===== src/source/simd_pkg.sv =====
/*
 * Shared types and constants of the vector execution stage
 * Element and lane widths, SEW and operation encodings
 */
`default_nettype none

package simd_pkg;

    localparam int ELEM_W     = 64;   // Width of one lane
    localparam int MUL_STAGES = 3;    // Multiply latency in cycles

    typedef logic [ELEM_W-1:0] elem_t;
    typedef logic [4:0]        vreg_tag_t;   // Destination vector register
    typedef logic [7:0]        vl_t;         // Vector length in elements

    typedef enum logic [1:0] {
        SEW_8,
        SEW_16,
        SEW_32,
        SEW_64
    } sew_t;

    typedef enum logic [2:0] {
        VADD,
        VSUB,
        VAND,
        VOR,
        VXOR,
        VMUL,
        VMV_X_S
    } vop_t;

endpackage

`default_nettype wire


===== src/source/result_writeback.sv =====
/*
 * Result writeback of the vector unit
 * Lane result select, mask and tail fill by SEW
 * Scalar extract of element 0 with sign extension
 */
`timescale 1ns/1ps
`default_nettype none

module result_writeback
    import simd_pkg::*;
#(
    parameter int VLEN = 128
) (
    input  wire              done_i,
    input  wire vop_t        done_op_i,
    input  wire sew_t        done_sew_i,
    input  wire vl_t         done_vl_i,
    input  wire              done_use_mask_i,
    input  wire [VLEN/8-1:0] done_vm_i,
    input  wire [VLEN-1:0]   done_old_vd_i,
    input  wire elem_t       done_vs2_elem0_i,
    input  wire [VLEN-1:0]   alu_lanes_i,
    input  wire [VLEN-1:0]   mul_lanes_i,
    output logic             vec_valid_o,
    output logic [VLEN-1:0]  vec_result_o,
    output logic             scalar_valid_o,
    output elem_t            scalar_result_o
);

    localparam int MASK_W = VLEN / 8;   // Bytes in the vector, also max element count

    logic [VLEN-1:0] lane_res;

    assign lane_res = (done_op_i == VMUL) ? mul_lanes_i : alu_lanes_i;

    // Each byte follows the element that holds it
    always_comb begin
        int unsigned elem_idx;
        vec_result_o = '1;
        for (int unsigned b = 0; b < MASK_W; b++) begin
            elem_idx = b >> done_sew_i;
            if (elem_idx >= 32'(done_vl_i)) begin
                vec_result_o[b*8 +: 8] = 8'hff;   // Tail
            end else if (done_use_mask_i && !done_vm_i[elem_idx]) begin
                vec_result_o[b*8 +: 8] = done_old_vd_i[b*8 +: 8];
            end else begin
                vec_result_o[b*8 +: 8] = lane_res[b*8 +: 8];
            end
        end
    end

    always_comb begin
        case (done_sew_i)
            SEW_8: begin
                scalar_result_o = {{56{done_vs2_elem0_i[7]}}, done_vs2_elem0_i[7:0]};
            end
            SEW_16: begin
                scalar_result_o = {{48{done_vs2_elem0_i[15]}}, done_vs2_elem0_i[15:0]};
            end
            SEW_32: begin
                scalar_result_o = {{32{done_vs2_elem0_i[31]}}, done_vs2_elem0_i[31:0]};
            end
            default: begin
                scalar_result_o = done_vs2_elem0_i;
            end
        endcase
    end

    assign vec_valid_o    = done_i && (done_op_i != VMV_X_S) && (done_vl_i != '0);
    assign scalar_valid_o = done_i && (done_op_i == VMV_X_S);

endmodule

`default_nettype wire


===== config.mk =====
export PLATFORM = sky130hd
export DESIGN_NAME = result_writeback
export DESIGN_NICKNAME = d
export VERILOG_FILES = /design/src/source/simd_pkg.sv /design/src/source/result_writeback.sv
export SDC_FILE = /design/constraint.sdc
export NUM_CORES = 1
export LEC_CHECK = 0
export CORE_AREA = 2 2 260 262
export DETAILED_ROUTE_END_ITERATION = 10
export DIE_AREA = 0 0 262 264
export DONT_BUFFER_PORTS = 1
export MAX_ROUTING_LAYER = met4
export PLACE_DENSITY = 0.3
export SETUP_SLACK_MARGIN = 0.02
export SLEW_MARGIN = 20
export SYNTH_ARGS = -nofsm -noshare
export SYNTH_HDL_FRONTEND = slang
export SYNTH_SLANG_ARGS = --single-unit
export TNS_END_PERCENT = 1

===== constraint.sdc =====
create_clock -name vclk -period 2.16
set_input_delay 0.108 -clock vclk [all_inputs]
set_output_delay 0.108 -clock vclk [all_outputs]
set_load 0.01 [all_outputs]

**Yosys cells after proc, flatten, opt, wreduce, memory -nomap -nowiden**

Cells that the tools add are included.

- Output and inout bits: 194
- Register bits: 0
- Word-level logic and storage cells: 156
- Input port bits: 479

- Shift-type cells: 16
- Mux-type cells: 66
- Magnitude comparators: 32
- Reductions and logical operators: 37
- Equality and inequality tests: 5

Operators with widths:

| cell | number |
|---|---|
| $ge 32x8->1 | 16 |
| $lt 32x5->1 const B | 16 |
| $mux 8 | 32 |
| $shr 4x2->32 const A | 8 |
| $pmux 64 s3 | 1 |
| $mux 128 | 1 |
| $shr 3x2->32 const A | 4 |
| $bmux 1 s4 | 16 |
| $shr 1x2->32 const A | 2 |
| $shr 2x2->32 const A | 2 |
| $logic_and 1x1->1 | 19 |
| $logic_not 1->1 | 16 |
| $mux 1 | 16 |
| $reduce_bool 8->1 | 1 |
| $eq 3x3->1 const B | 2 |
| $ne 3x3->1 const B | 1 |
| $eq 2x1->1 const B | 1 |
| $eq 2x2->1 const B | 1 |
| $logic_not 2->1 | 1 |

**Longest topological paths before layout**

- Word-level depth: 7
- Depth in mapped cells: 12
- Depth with buffers taken out: 9

**Worst setup path before layout**

OpenSTA, ideal clock, no wires.

- Kind: input to output
- Start point: in done_sew_i[1]
- End point: out vec_result_o[72]
- Path buffers: 3
- Data arrival time: 2267 ps
- Path slack: -215 ps
- Stages on the path: 10
- Data required time: 2052 ps
- Path through: buf_2 inv_1 ha_1 buf_4 buf_4 mux4_2 mux2_4 o22ai_4 mux2i_1 nand2_1

- Cells in the longest elaborated chain, start to end: 7
- Elaborated cells on any way between the ends: 8
- Those cells by class: 1 x order compare; 1 x shift; 4 x mux; 2 x reduce/logical

Ends and longest elaborated chain:

| what | line | source |
|---|---|---|
| from (decl) | result_writeback.sv:16 | `input wire sew_t done_sew_i,` |
| $shr 4x2->32 * | result_writeback.sv:41 | `elem_idx = b >> done_sew_i;` |
| parallel branches: the longest is 5 deep, another holds $ge 32x8->1 | - |  |
| $mux 8 * | result_writeback.sv:42 | `if (elem_idx >= 32'(done_vl_i)) begin` |
| to (decl) | result_writeback.sv:25 | `output logic [VLEN-1:0] vec_result_o,` |

Mark *: on every way between the ends. The select of a mux whose other input is x is not followed.

**Final worst setup path**

- Start point: in done_sew_i[0]
- End point: out vec_result_o[107]

Same word-level chain as after synthesis.

==> results.cfg <==
[drt]
vias = 8234
detail_route.iter0.violations = 592
remaining_drc_errors = 0
detail-route-antenna-nets = 0
vias_per_cell = 4.18
detail_route.first_pass.iterations = 5
wl_per_cell_um = 20.6
drt_wl_total_um = 40700

[finish]
nClkBuffers = 0
layout.area.seq_sq_um = 0
nNetsFinal = 1595
layout_cell_share_with_drive_strength_beyond_1_pct = 19.2
final_area_sq_mm = 0.00836
syn_to_final_growth_pct = 37.4
final_cell_count_without_fillers = 1972
design.seq.count = 0

[synthesis]
post-synth-top-area-fraction_pct = 15.9
sequential_cell_area_fraction_in_the_yosys_report_pct = 0
synth.area.top_cells = nand2_1, nor2_1, a21o_1, mux2i_1, mux4_2
synth_area_leader_cell = nand2_1
yosys_warnings = 0
netlist_area_sq_mm = 0.00608
ys_types = 59
synth.net_count = 1557
post_synthesis_average_cell_area_sq_um = 5.77
synthCells = 1054

[global_routing]
grt_pass1_wl_um = 53900
initial_antenna_violation_count = 9
grt_util_all_layers_pct = 10.8
grt_overflow = 0
grt.met3_usage_pct = 2.25
globalRouteMet2Util_pct = 19.4
number_of_global_route_vias_before_repair = 7803
grt_busiest_layer = met2
grt_start_max_net_pins = 72
met1_usage_pct = 12.0

[status]
violations = setup timing
outcome = finished, violations left

[critical_path]
crit_path_start_kind = primary input
path_max_fanout = 10
critical_path_sink_type = primary output
required_ns = 2.05
worst-setup-path-type = in2out
critPathArrivalTime_ns = 2.05

[placed_design]
placed_cells = 1959
place.detailed.hpwl_um = 34200
port_buffers = 0
dpl-instance-area_sq_mm = 0.00801
place_ws_ns = -0.234
routabilityCongestion = 0.850

[floorplan]
floorplan.die_area_sq_mm = 0.0692
design.portCount = 673
starting_density_of_the_core_pct = 9.14
dieHeight_um = 264
die_x_um = 262
placeableCoreArea_sq_mm = 0.0666
rows = 95

[power_and_ir_drop]
vdd_drop_max_mv = 0.129
powerDensity_mw_per_mm2 = 261
total_switching_power_mw = 1.24
clock_power_share_pct = 0
power.combinational.fraction_pct = 100.0
share_seq_of_total_power_pct = 0
total_leakage_power_nw = 3.60
sw_frac_of_total_pct = 57.0
cell_int_power_mw = 0.938

[timing]
timing_worst_slew_pin_value_ns = 0.707
setup_slack_ns = -0.00207
timing_max_transition_violations_final = 0
timing.final.hold_violations = 0
worst_slew_margin_rel_pct = 52.9
time_the_final_worst_path_needs_with_i_o_delays_and_setup_ns = 2.16
min_period_over_period_pct = 100
setup-tns-final_ns = -0.00207
rsz0062_at_grt = yes
setup_viol = 1
fmax_mhz = 463

[clock_network]
holdBufCountCts = 0

[flow_run]
maxcap_violations = 0

[min_path]
hp-class = in2out
kinds of logic after synthesis:
family	Yosys count	synth area share (%)
AOI/OAI and AO/OA	254	26.9
xor gates and xnor gates	3	0.432
muxes	69	16.6
and+or+nand+nor	598	43.1
buffers and inverters	106	8.06
adders and majority gates	24	4.94
synthesized netlist by cell type, types with 7 or more instances:
cell type  count
nand2_1      257
nor2_1       173
a21o_1        57
o21ai_0       55
clkbuf_1      48
and3_1        41
mux2i_1       41
a21oi_1       32
o21ai_1       32
nand2b_1      30
nand3_1       28
a31oi_1       25
ha_1          24
or2_1         24
buf_2         23
nor3_1        21
mux4_2        18
inv_1         14
buf_4         11
o22ai_1       11
o31ai_1       10
a41oi_1        8
nor2b_1        7
worst max-delay path, cell delays in order:
cell and delay [ns]:
clkinvlp_4 0.11, ha_4 0.30, buf_12 0.11, mux4_2 0.48
a22o_1 0.25, o22ai_4 0.15, buf_12 0.19, mux2i_1 0.20
nand2_1 0.12
area by class of cell:
type	instances	area, sq um
Fill cell	7779	58200
Multi-Input combinational cell	948	5880
Timing Repair Buffer	126	1300
Tap cell	873	1090
Inverter	16	63.8
Antenna cell	9	22.5
stage by stage:
stage / hold slack, ns / power (mW) / utilization, %
after global placement: 0.216 / 2.10 / 12.0
after floorplan: 0.303 / 1.38 / -
final: 0.216 / 2.18 / 12.6
after detailed placement: 0.216 / 2.10 / 12.0
after CTS: 0.216 / 2.13 / 12.2
after global routing: 0.216 / 2.37 / 12.5
power by group through the flow:
stage | logic (mW) | registers [mW] | clock network [mW]
6_report | 2.18 | 0 | 0.000000561
5_1_grt | 2.37 | 0 | 0.000000434
4_1_cts | 2.13 | 0 | 0
3_5_place_dp | 2.10 | 0 | 0
3_3_place_gp | 2.10 | 0 | 0
2_1_floorplan | 1.38 | 0 | 0
layer usage:
layer  routed length (um)  part of all wire (%)  up-vias
li1                     -                     -     3745
met1                15200                    37     3892
met2                20700                    51      548
met3                 3730                   9.2       49
met4                 1050                   2.6        0
met5                    0                     0        -
cell usage in the layout (no fill, tap or decap), types with 5 or more instances in the layout:
master,synthesis,final
a21o_1,57,57
a21oi_1,32,27
a21oi_2,0,5
a31oi_1,25,24
a41oi_1,8,8
and3_1,41,39
buf_12,0,26
buf_4,11,93
buf_6,3,7
diode_2,0,9
ha_1,24,18
ha_4,0,6
inv_1,14,12
mux2i_1,41,39
mux4_2,18,19
nand2_1,257,253
nand2b_1,30,28
nand3_1,28,26
nor2_1,173,170
nor2b_1,7,5
nor3_1,21,19
o21ai_0,55,40
o21ai_1,32,40
o21ai_2,0,7
o22ai_1,11,9
o31ai_2,0,6
or2_1,24,24
or3_1,5,5
final timing paths:
| kind | cells after the start | start | to | slack, ns |
|---|---|---|---|---|
| setup / recovery | 9 | done_sew_i[0] | vec_result_o[107] | -0.002 |
| hold / removal | 0 | done_vs2_elem0_i[1] | scalar_result_o[1] | 0.22 |
repair_timing:
action                     CTS  global route
buffers inserted             2             2
setup endpoints to repair   82            91
resized for setup           25            54
pin swaps                   10            13
No activity file was read; power rests on OpenSTA's default activity.
