[src/source/simd_pkg.sv]
/*
 * Shared types and constants of the vector execution stage
 * Element and lane widths, SEW and operation encodings
 */
`default_nettype none

package simd_pkg;

    localparam int ELEM_W     = 64;   // Width of one lane
    localparam int MUL_STAGES = 3;    // Multiply latency in cycles

    typedef logic [ELEM_W-1:0] elem_t;
    typedef logic [4:0]        vreg_tag_t;   // Destination vector register
    typedef logic [7:0]        vl_t;         // Vector length in elements

    typedef enum logic [1:0] {
        SEW_8,
        SEW_16,
        SEW_32,
        SEW_64
    } sew_t;

    typedef enum logic [2:0] {
        VADD,
        VSUB,
        VAND,
        VOR,
        VXOR,
        VMUL,
        VMV_X_S
    } vop_t;

endpackage

`default_nettype wire

[src/source/operand_prep.sv]
/*
 * Operand preparation for the vs1 side of the lanes
 * Replicates rs1 by SEW for the .vx form, or passes vs1
 */
`timescale 1ns/1ps
`default_nettype none

module operand_prep
    import simd_pkg::*;
#(
    parameter int VLEN = 128
) (
    input  wire sew_t            sew_i,
    input  wire                  scalar_src_i,
    input  wire elem_t           data_rs1_i,
    input  wire [VLEN-1:0]       data_vs1_i,
    output logic [VLEN-1:0]      vs1_lanes_o
);

    localparam int LANES = VLEN / ELEM_W;

    logic [VLEN-1:0] rs1_rep;

    // Low SEW bits of rs1 copied into every element
    always_comb begin
        case (sew_i)
            SEW_8: begin
                rs1_rep = {(VLEN/8){data_rs1_i[7:0]}};
            end
            SEW_16: begin
                rs1_rep = {(VLEN/16){data_rs1_i[15:0]}};
            end
            SEW_32: begin
                rs1_rep = {(VLEN/32){data_rs1_i[31:0]}};
            end
            default: begin
                rs1_rep = {LANES{data_rs1_i}};
            end
        endcase
    end

    assign vs1_lanes_o = scalar_src_i ? rs1_rep : data_vs1_i;

endmodule

`default_nettype wire

[config.mk]
export PLATFORM = sky130hd
export DESIGN_NAME = operand_prep
export DESIGN_NICKNAME = d
export VERILOG_FILES = /design/src/source/simd_pkg.sv /design/src/source/operand_prep.sv
export SDC_FILE = /design/constraint.sdc
export NUM_CORES = 1
export LEC_CHECK = 0
export BUFFER_PORTS_ARGS = -buffer_cell sky130_fd_sc_hd__buf_2
export CORE_AREA = 2 2 126 128
export DETAILED_ROUTE_END_ITERATION = 6
export DIE_AREA = 0 0 128 130
export PLACE_DENSITY = 0.53
export SYNTH_ARGS = -nofsm -noshare
export SYNTH_HDL_FRONTEND = slang
export SYNTH_SLANG_ARGS = --single-unit
[constraint.sdc]
create_clock -name vclk -period 1.7
set_clock_uncertainty 0.1 [all_clocks]
set_input_delay 0.085 -clock vclk [all_inputs]
set_output_delay 0.085 -clock vclk [all_outputs]
set_load 0.02 [all_outputs]
== Yosys cells after proc, flatten, opt, wreduce, memory -nomap -nowiden ==
Cells that the tools add are included.
Storage, ports and cells
  register bits: 0
  word-level logic and storage cells: 5
Operators by class
  eq/ne operators: 2
  muxes and demuxes: 2
  reductions and logical operators: 1
Operator list (number)
  $pmux 128 s3: 1
  $mux 128: 1
  $eq 2x1->1 const B: 1
  $eq 2x2->1 const B: 1
  $logic_not 2->1: 1

== Logic depth before layout (Yosys ltp) ==
Gate-level depths: netlist of the first run.
  word-level depth: 3
  depth in mapped cells: 6

== Worst setup path before layout of the first run ==
OpenSTA, ideal clock, no wires.
  path type: input -> output
  from: input port sew_i[0]
  to: output port vs1_lanes_o[111]
  data arrival time: 1085 ps
  data required time: 1515 ps
  setup slack: 430 ps
  cell stages on the path: 5
  buffers on the path: 2
  cell sequence: buf_6 buf_4 mux2_2 a22oi_2 o21ai_0
Between the ends
  longest elaborated chain between the ends: 3
RTL lines
  start, declared: line operand_prep.sv:13  | input wire sew_t sew_i,
  $eq 2x2->1 (tied with other cells): line operand_prep.sv:26  | case (sew_i)
  $pmux 128 s3 (*): line operand_prep.sv:26
  $mux 128 (*): line operand_prep.sv:42  | assign vs1_lanes_o = scalar_src_i ? rs1_rep : data_vs1_i;
  end, declared: line operand_prep.sv:17  | output logic [VLEN-1:0] vs1_lanes_o
Mark *: on every way between the ends. The rest lies on a longest branch, timed or not.

== Final worst setup path of the first run ==
  from: input port sew_i[0]
  to: output port vs1_lanes_o[41]
Same word-level chain as after synthesis.

==> flow_summary.toml, run 1 <==
[route]
wl_um = 14000
drt-met1-wl_um = 6190
initialDrtViolationCount = 122
met2_length_um = 6880
drc = 0
drt-pass1-iter-count = 5
wire_per_inst_um = 16.1
drtAntennaViolNets = 0
routed.top_layer = "met4"
met3_length_um = 825
vias = 3780
via_per_inst = 4.35

[layout]
clkbuf_count = 0
fin_nets = 873
final_util = 0.278
design_area_um2 = 4290
layout-drive-gt1-share = 0.561
multi_input_area_um2 = 1960
seq_cells = 0
fin_cells = 869
regArea_um2 = 0
syn2layout_area_growth_pct = 75.6
fillCellCount = 1758

[logic_synthesis]
synth_fp_nets = 573
yosysWarnings = 0
synth.area.top_cells = "o21a_1 15%, o21ai_0 13%, inv_1 11%"
synth_common_cells = "73 x inv_1, 64 x o21ai_0, 48 x o21a_1, 18 x mux2_2, 17 x buf_2"
ys_seq_area_frac = 0
synth_most_common_cell = "inv_1"
synth_top_area_frac = 0.147
yosysTopAreaCell = "o21a_1"
ys_types = 28
syn_area_um2 = 2440
avgSynthCellArea_um2 = 6.46
synthCells = 378

[timing]
fin_crit_ns = 1.58
rsz0062_at_grt = "false"
slew_violations = 0
max_clock_freq_ghz = 0.634
setup_viol_count_final = 0
relSlewSlack = 0.693
tns_ns = 0
hold_viol_final = 0
fin_crit_sh = 0.929
worst_pin_slew_ns = 0.454

[floorplanning]
rows = 46
die_x_um = 128
start_util = 0.158
coreArea_um2 = 15400
die_y_um = 130
pin_count = 323
fp.dieArea_um2 = 16600

[place]
dpl.cell_count = 868
postPlaceCellArea_um2 = 4280
place_hpwl_um = 11900
port_buffers = 323
place.gp.congestion = 0.808

[min_path]
min_path_cells = 3
min_path_type = "in2out"

[grt]
globalRouteOverflowTotal = 0
grt_antenna_before_repair = 2
grt_max_degree = 84
grt_pass1_vias = 3267
grt_pass1_wl_um = 19100
grt.total_usage = 0.149

[power_and_ir_drop]
peakVddDrop_mv = 0.121
power_leakage_nw = 2.44
clkPwrFrac = 0
combPwrFrac = 1.000
intPower_mw = 0.638
p_per_area_nw_per_um2 = 363
pwr-share-seq = 0
switching_power_mw = 0.919
p_total_mw = 1.56
switching_share = 0.590

[critical_path]
crit_chain = "buf_2, buf_12, mux2_2, a22oi_1, o21ai_0, buf_2"
path_buf_inv = 3
cpPeakStageDelay_ns = 0.37
crit_fanout = 14
endpoint_kind = "output port"
cp.required_ns = 1.51
path_delay_family = "buffers and inverters"
critPathKind = "in2out"
cp_slowest_cell = "mux2_2"
critPathLaunchType = "primary input"
worst-path-stages = 6
cpMostUsedCell = "buf_2"
arrival_ns = 1.39

[run_status]
status = "completed"

[run]
cap_violations = 0
final timing paths:
check	slack, ns	from	to
worst min-delay path	0.38	data_vs1_i[15]	vs1_lanes_o[15]
worst max-delay path	0.12	sew_i[0]	vs1_lanes_o[41]
placed cells by master, fill, tap and decap left out, types with 12 or more instances in the layout:
master	n
buf_2	322
inv_1	73
o21ai_0	64
o21a_1	48
mux2_2	18
a21o_1	16
nand2_1	16
o21ai_1	14
a22oi_2	12
o211ai_1	12
metrics by stage:
stage / hold slack, ns / setup slack [ns]
after floorplan: 0.205 / 0.430
after global placement: 0.383 / 0.113
after detailed placement: 0.383 / 0.0891
after CTS: 0.385 / 0.0856
after global routing: 0.396 / 0.0222
final: 0.382 / 0.121
power groups by stage:
stage | combinational (mW) | clock [mW] | sequential [mW]
detailed placement | 1.57 | 0 | 0
global placement | 1.56 | 0 | 0
finish | 1.56 | 0.0000000786 | 0
CTS | 1.57 | 0 | 0
floorplan | 0.914 | 0 | 0
global route | 1.69 | 0 | 0
routing by layer:
layer  GRT usage  vias up
met5           0        -
met4     0.00646        0
met3      0.0123        6
met2       0.274      188
met1       0.200     1654
li1            -     1932
final cells by class:
type,instances,share of cell area
inverter,73,0.0638
antenna,1,0.000583
multi-input combinational,266,0.457
timing repair buffer,337,0.422
tap,192,0.0560
cells by family after synthesis:
kind of cell / Yosys count / synth area share
AND/OR/NAND/NOR: 26 / 0.0502
AO/OA/AOI/OAI: 208 / 0.601
buffers and inverters: 112 / 0.200
multiplexers: 32 / 0.150
repair_timing:
action / CTS / global route
gates resized for setup: 0 / 1
endpoints found under the setup margin: 0 / 1
buffers inserted: 0 / 0
hold buffers: 0 / 0
Note: power is estimated with default switching activity, not from simulation.
==> inputs of run 2 (changes only) <==
CORE_AREA = 2 2 124 126   (was 2 2 126 128)
DIE_AREA = 0 0 126 128   (was 0 0 128 130)
PLACE_DENSITY = 0.54   (was 0.53)
==> run 2 against run 1 <==
Effect of this change:
- routed wire length increased by 0.65%
- sequential share of layout area unchanged
- global-route usage increased by 0.69 points
- highest routed layer unchanged
- critical endpoint is now vs1_lanes_o[92]
- non-clock buffer count increased by 6
- flip-flop and latch count unchanged
- via count decreased by 0.26%
- critical path depth increased by 1
- power increased by 0.22%
- largest cell class unchanged
- count of clock-buffer cells in the layout unchanged
- die area decreased by 3.1%
==> flow_summary.toml, run 2 (same netlist as run 1, synthesis figures left out) <==
[run_status]
status = "completed"

[power_and_ir_drop]
pwr-share-seq = 0
clkPwrFrac = 0
switching_share = 0.587
p_per_area_nw_per_um2 = 361
switching_power_mw = 0.916
power_leakage_nw = 2.47
intPower_mw = 0.644
peakVddDrop_mv = 0.122
combPwrFrac = 1.000

[timing]
rsz0062_at_grt = "false"
tns_ns = 0
hold_viol_final = 0
fin_crit_ns = 1.58
worst_pin_slew_ns = 0.567
setup_viol_count_final = 0
relSlewSlack = 0.622
hold_ws_ns = 0.380
max_clock_freq_ghz = 0.635
fin_crit_sh = 0.927
slew_violations = 0

[route]
drt-pass1-iter-count = 4
vias = 3770
initialDrtViolationCount = 104
drc = 0
wire_per_inst_um = 16.1
drtAntennaViolNets = 0
via_per_inst = 4.33
wl_um = 14100

[layout]
mostFrequentLayoutCell = "buf_2"
clkbuf_count = 0
syn2layout_area_growth_pct = 76.7
regArea_um2 = 0
mostFrequentLayoutCells = "321 x buf_2, 73 x inv_1, 63 x o21ai_0"
layout-drive-gt1-share = 0.563
fin_nets = 879
seq_cells = 0

[min_path]
min_to = "vs1_lanes_o[97]"
min_path_type = "in2out"
min_path_cells = 3
min_from = "data_vs1_i[97]"

[critical_path]
cpPeakStageDelay_ns = 0.33
cp_slowest_cell = "mux2_4"
endpoint_kind = "output port"
arrival_ns = 1.39
critPathLaunchType = "primary input"
path_buf_inv = 4
worst-path-stages = 7
crit_chain = "clkbuf_4, buf_12, buf_4, mux2_4, o211ai_2, o21ai_0, buf_2"
crit_fanout = 17
path_delay_family = "buffers and inverters"
critPathKind = "in2out"
cp.required_ns = 1.51

[floorplanning]
start_util = 0.164
die_y_um = 128
die_x_um = 126
rows = 45
pin_count = 323
fp.dieArea_um2 = 16100
coreArea_um2 = 14900

[grt]
grt.total_usage = 0.156
globalRouteOverflowTotal = 0
grt_pass1_vias = 3394
grt_max_degree = 79
grt_pass1_wl_um = 19700
grt_antenna_before_repair = 1

[place]
port_buffers = 323
place_hpwl_um = 12000
place.gp.congestion = 0.742

[clock_network]
postCtsSetupRepairBufs = 0

[run]
cap_violations = 0
-- run 2: cell types whose count changed in the layout (fill, tap and decap cells not counted) --
cell	delta
clkbuf_4	+1
buf_2	-1
o21ai_0	-1
buf_12	-1
o21ai_1	+1
a22oi_1	+1
buf_4	+7
a22oi_2	-1
-- run 2: worst max-delay path by stage --
stage / slack, ns / end / startpoint
floorplan: 0.43 / vs1_lanes_o[111] / sew_i[0]
global placement: 0.08 / vs1_lanes_o[28] / sew_i[0]
detailed placement: 0.07 / vs1_lanes_o[28] / sew_i[0]
CTS: 0.06 / vs1_lanes_o[92] / sew_i[0]
global route: 0.01 / vs1_lanes_o[89] / sew_i[0]
finish: 0.12 / vs1_lanes_o[92] / sew_i[0]
-- run 2: what timing repair did --
action                     CTS  global route
setup endpoints to repair    0             3
hold buffers                 0             0
resized for setup            0             2
-- run 2: cell type report --
class	count	area [um^2]
diodes	1	2.50
fillers	1720	10500
inverters	73	274
multi-input cells	266	1960
well taps	188	235
repair buffers	343	1850
-- run 2: tightest hold or removal path, delay by kind of cell --
kind / cells / cell delay (ns)
AO/OA/AOI/OAI: 1 / 0.09
buffers and inverters: 2 / 0.22
-- run 2: routing by layer --
metal	global-route usage	part of all wire
met1	0.205	0.43
met2	0.292	0.50
met3	0.0146	0.062
met4	0.00323	0.0017
met5	0	0
-- run 2: through the flow --
stage / area, um^2 / setup slack (ns) / power [mW] / std cells / util
after floorplan: 2440 / 0.430 / 0.914 / 378 / -
after global placement: 4310 / 0.0804 / 1.57 / 870 / 0.290
after detailed placement: 4310 / 0.0668 / 1.58 / 870 / 0.290
after CTS: 4310 / 0.0645 / 1.58 / 870 / 0.290
after global routing: 4310 / 0.0112 / 1.69 / 870 / 0.290
final: 4320 / 0.125 / 1.56 / 871 / 0.290
-- run 2: power groups by stage --
stage	logic [mW]	clock network, mW	registers, mW
after floorplan	0.914	0	0
after CTS	1.58	0	0
final	1.56	0.0000000786	0
after global placement	1.57	0	0
after detailed placement	1.58	0	0
after global routing	1.69	0	0
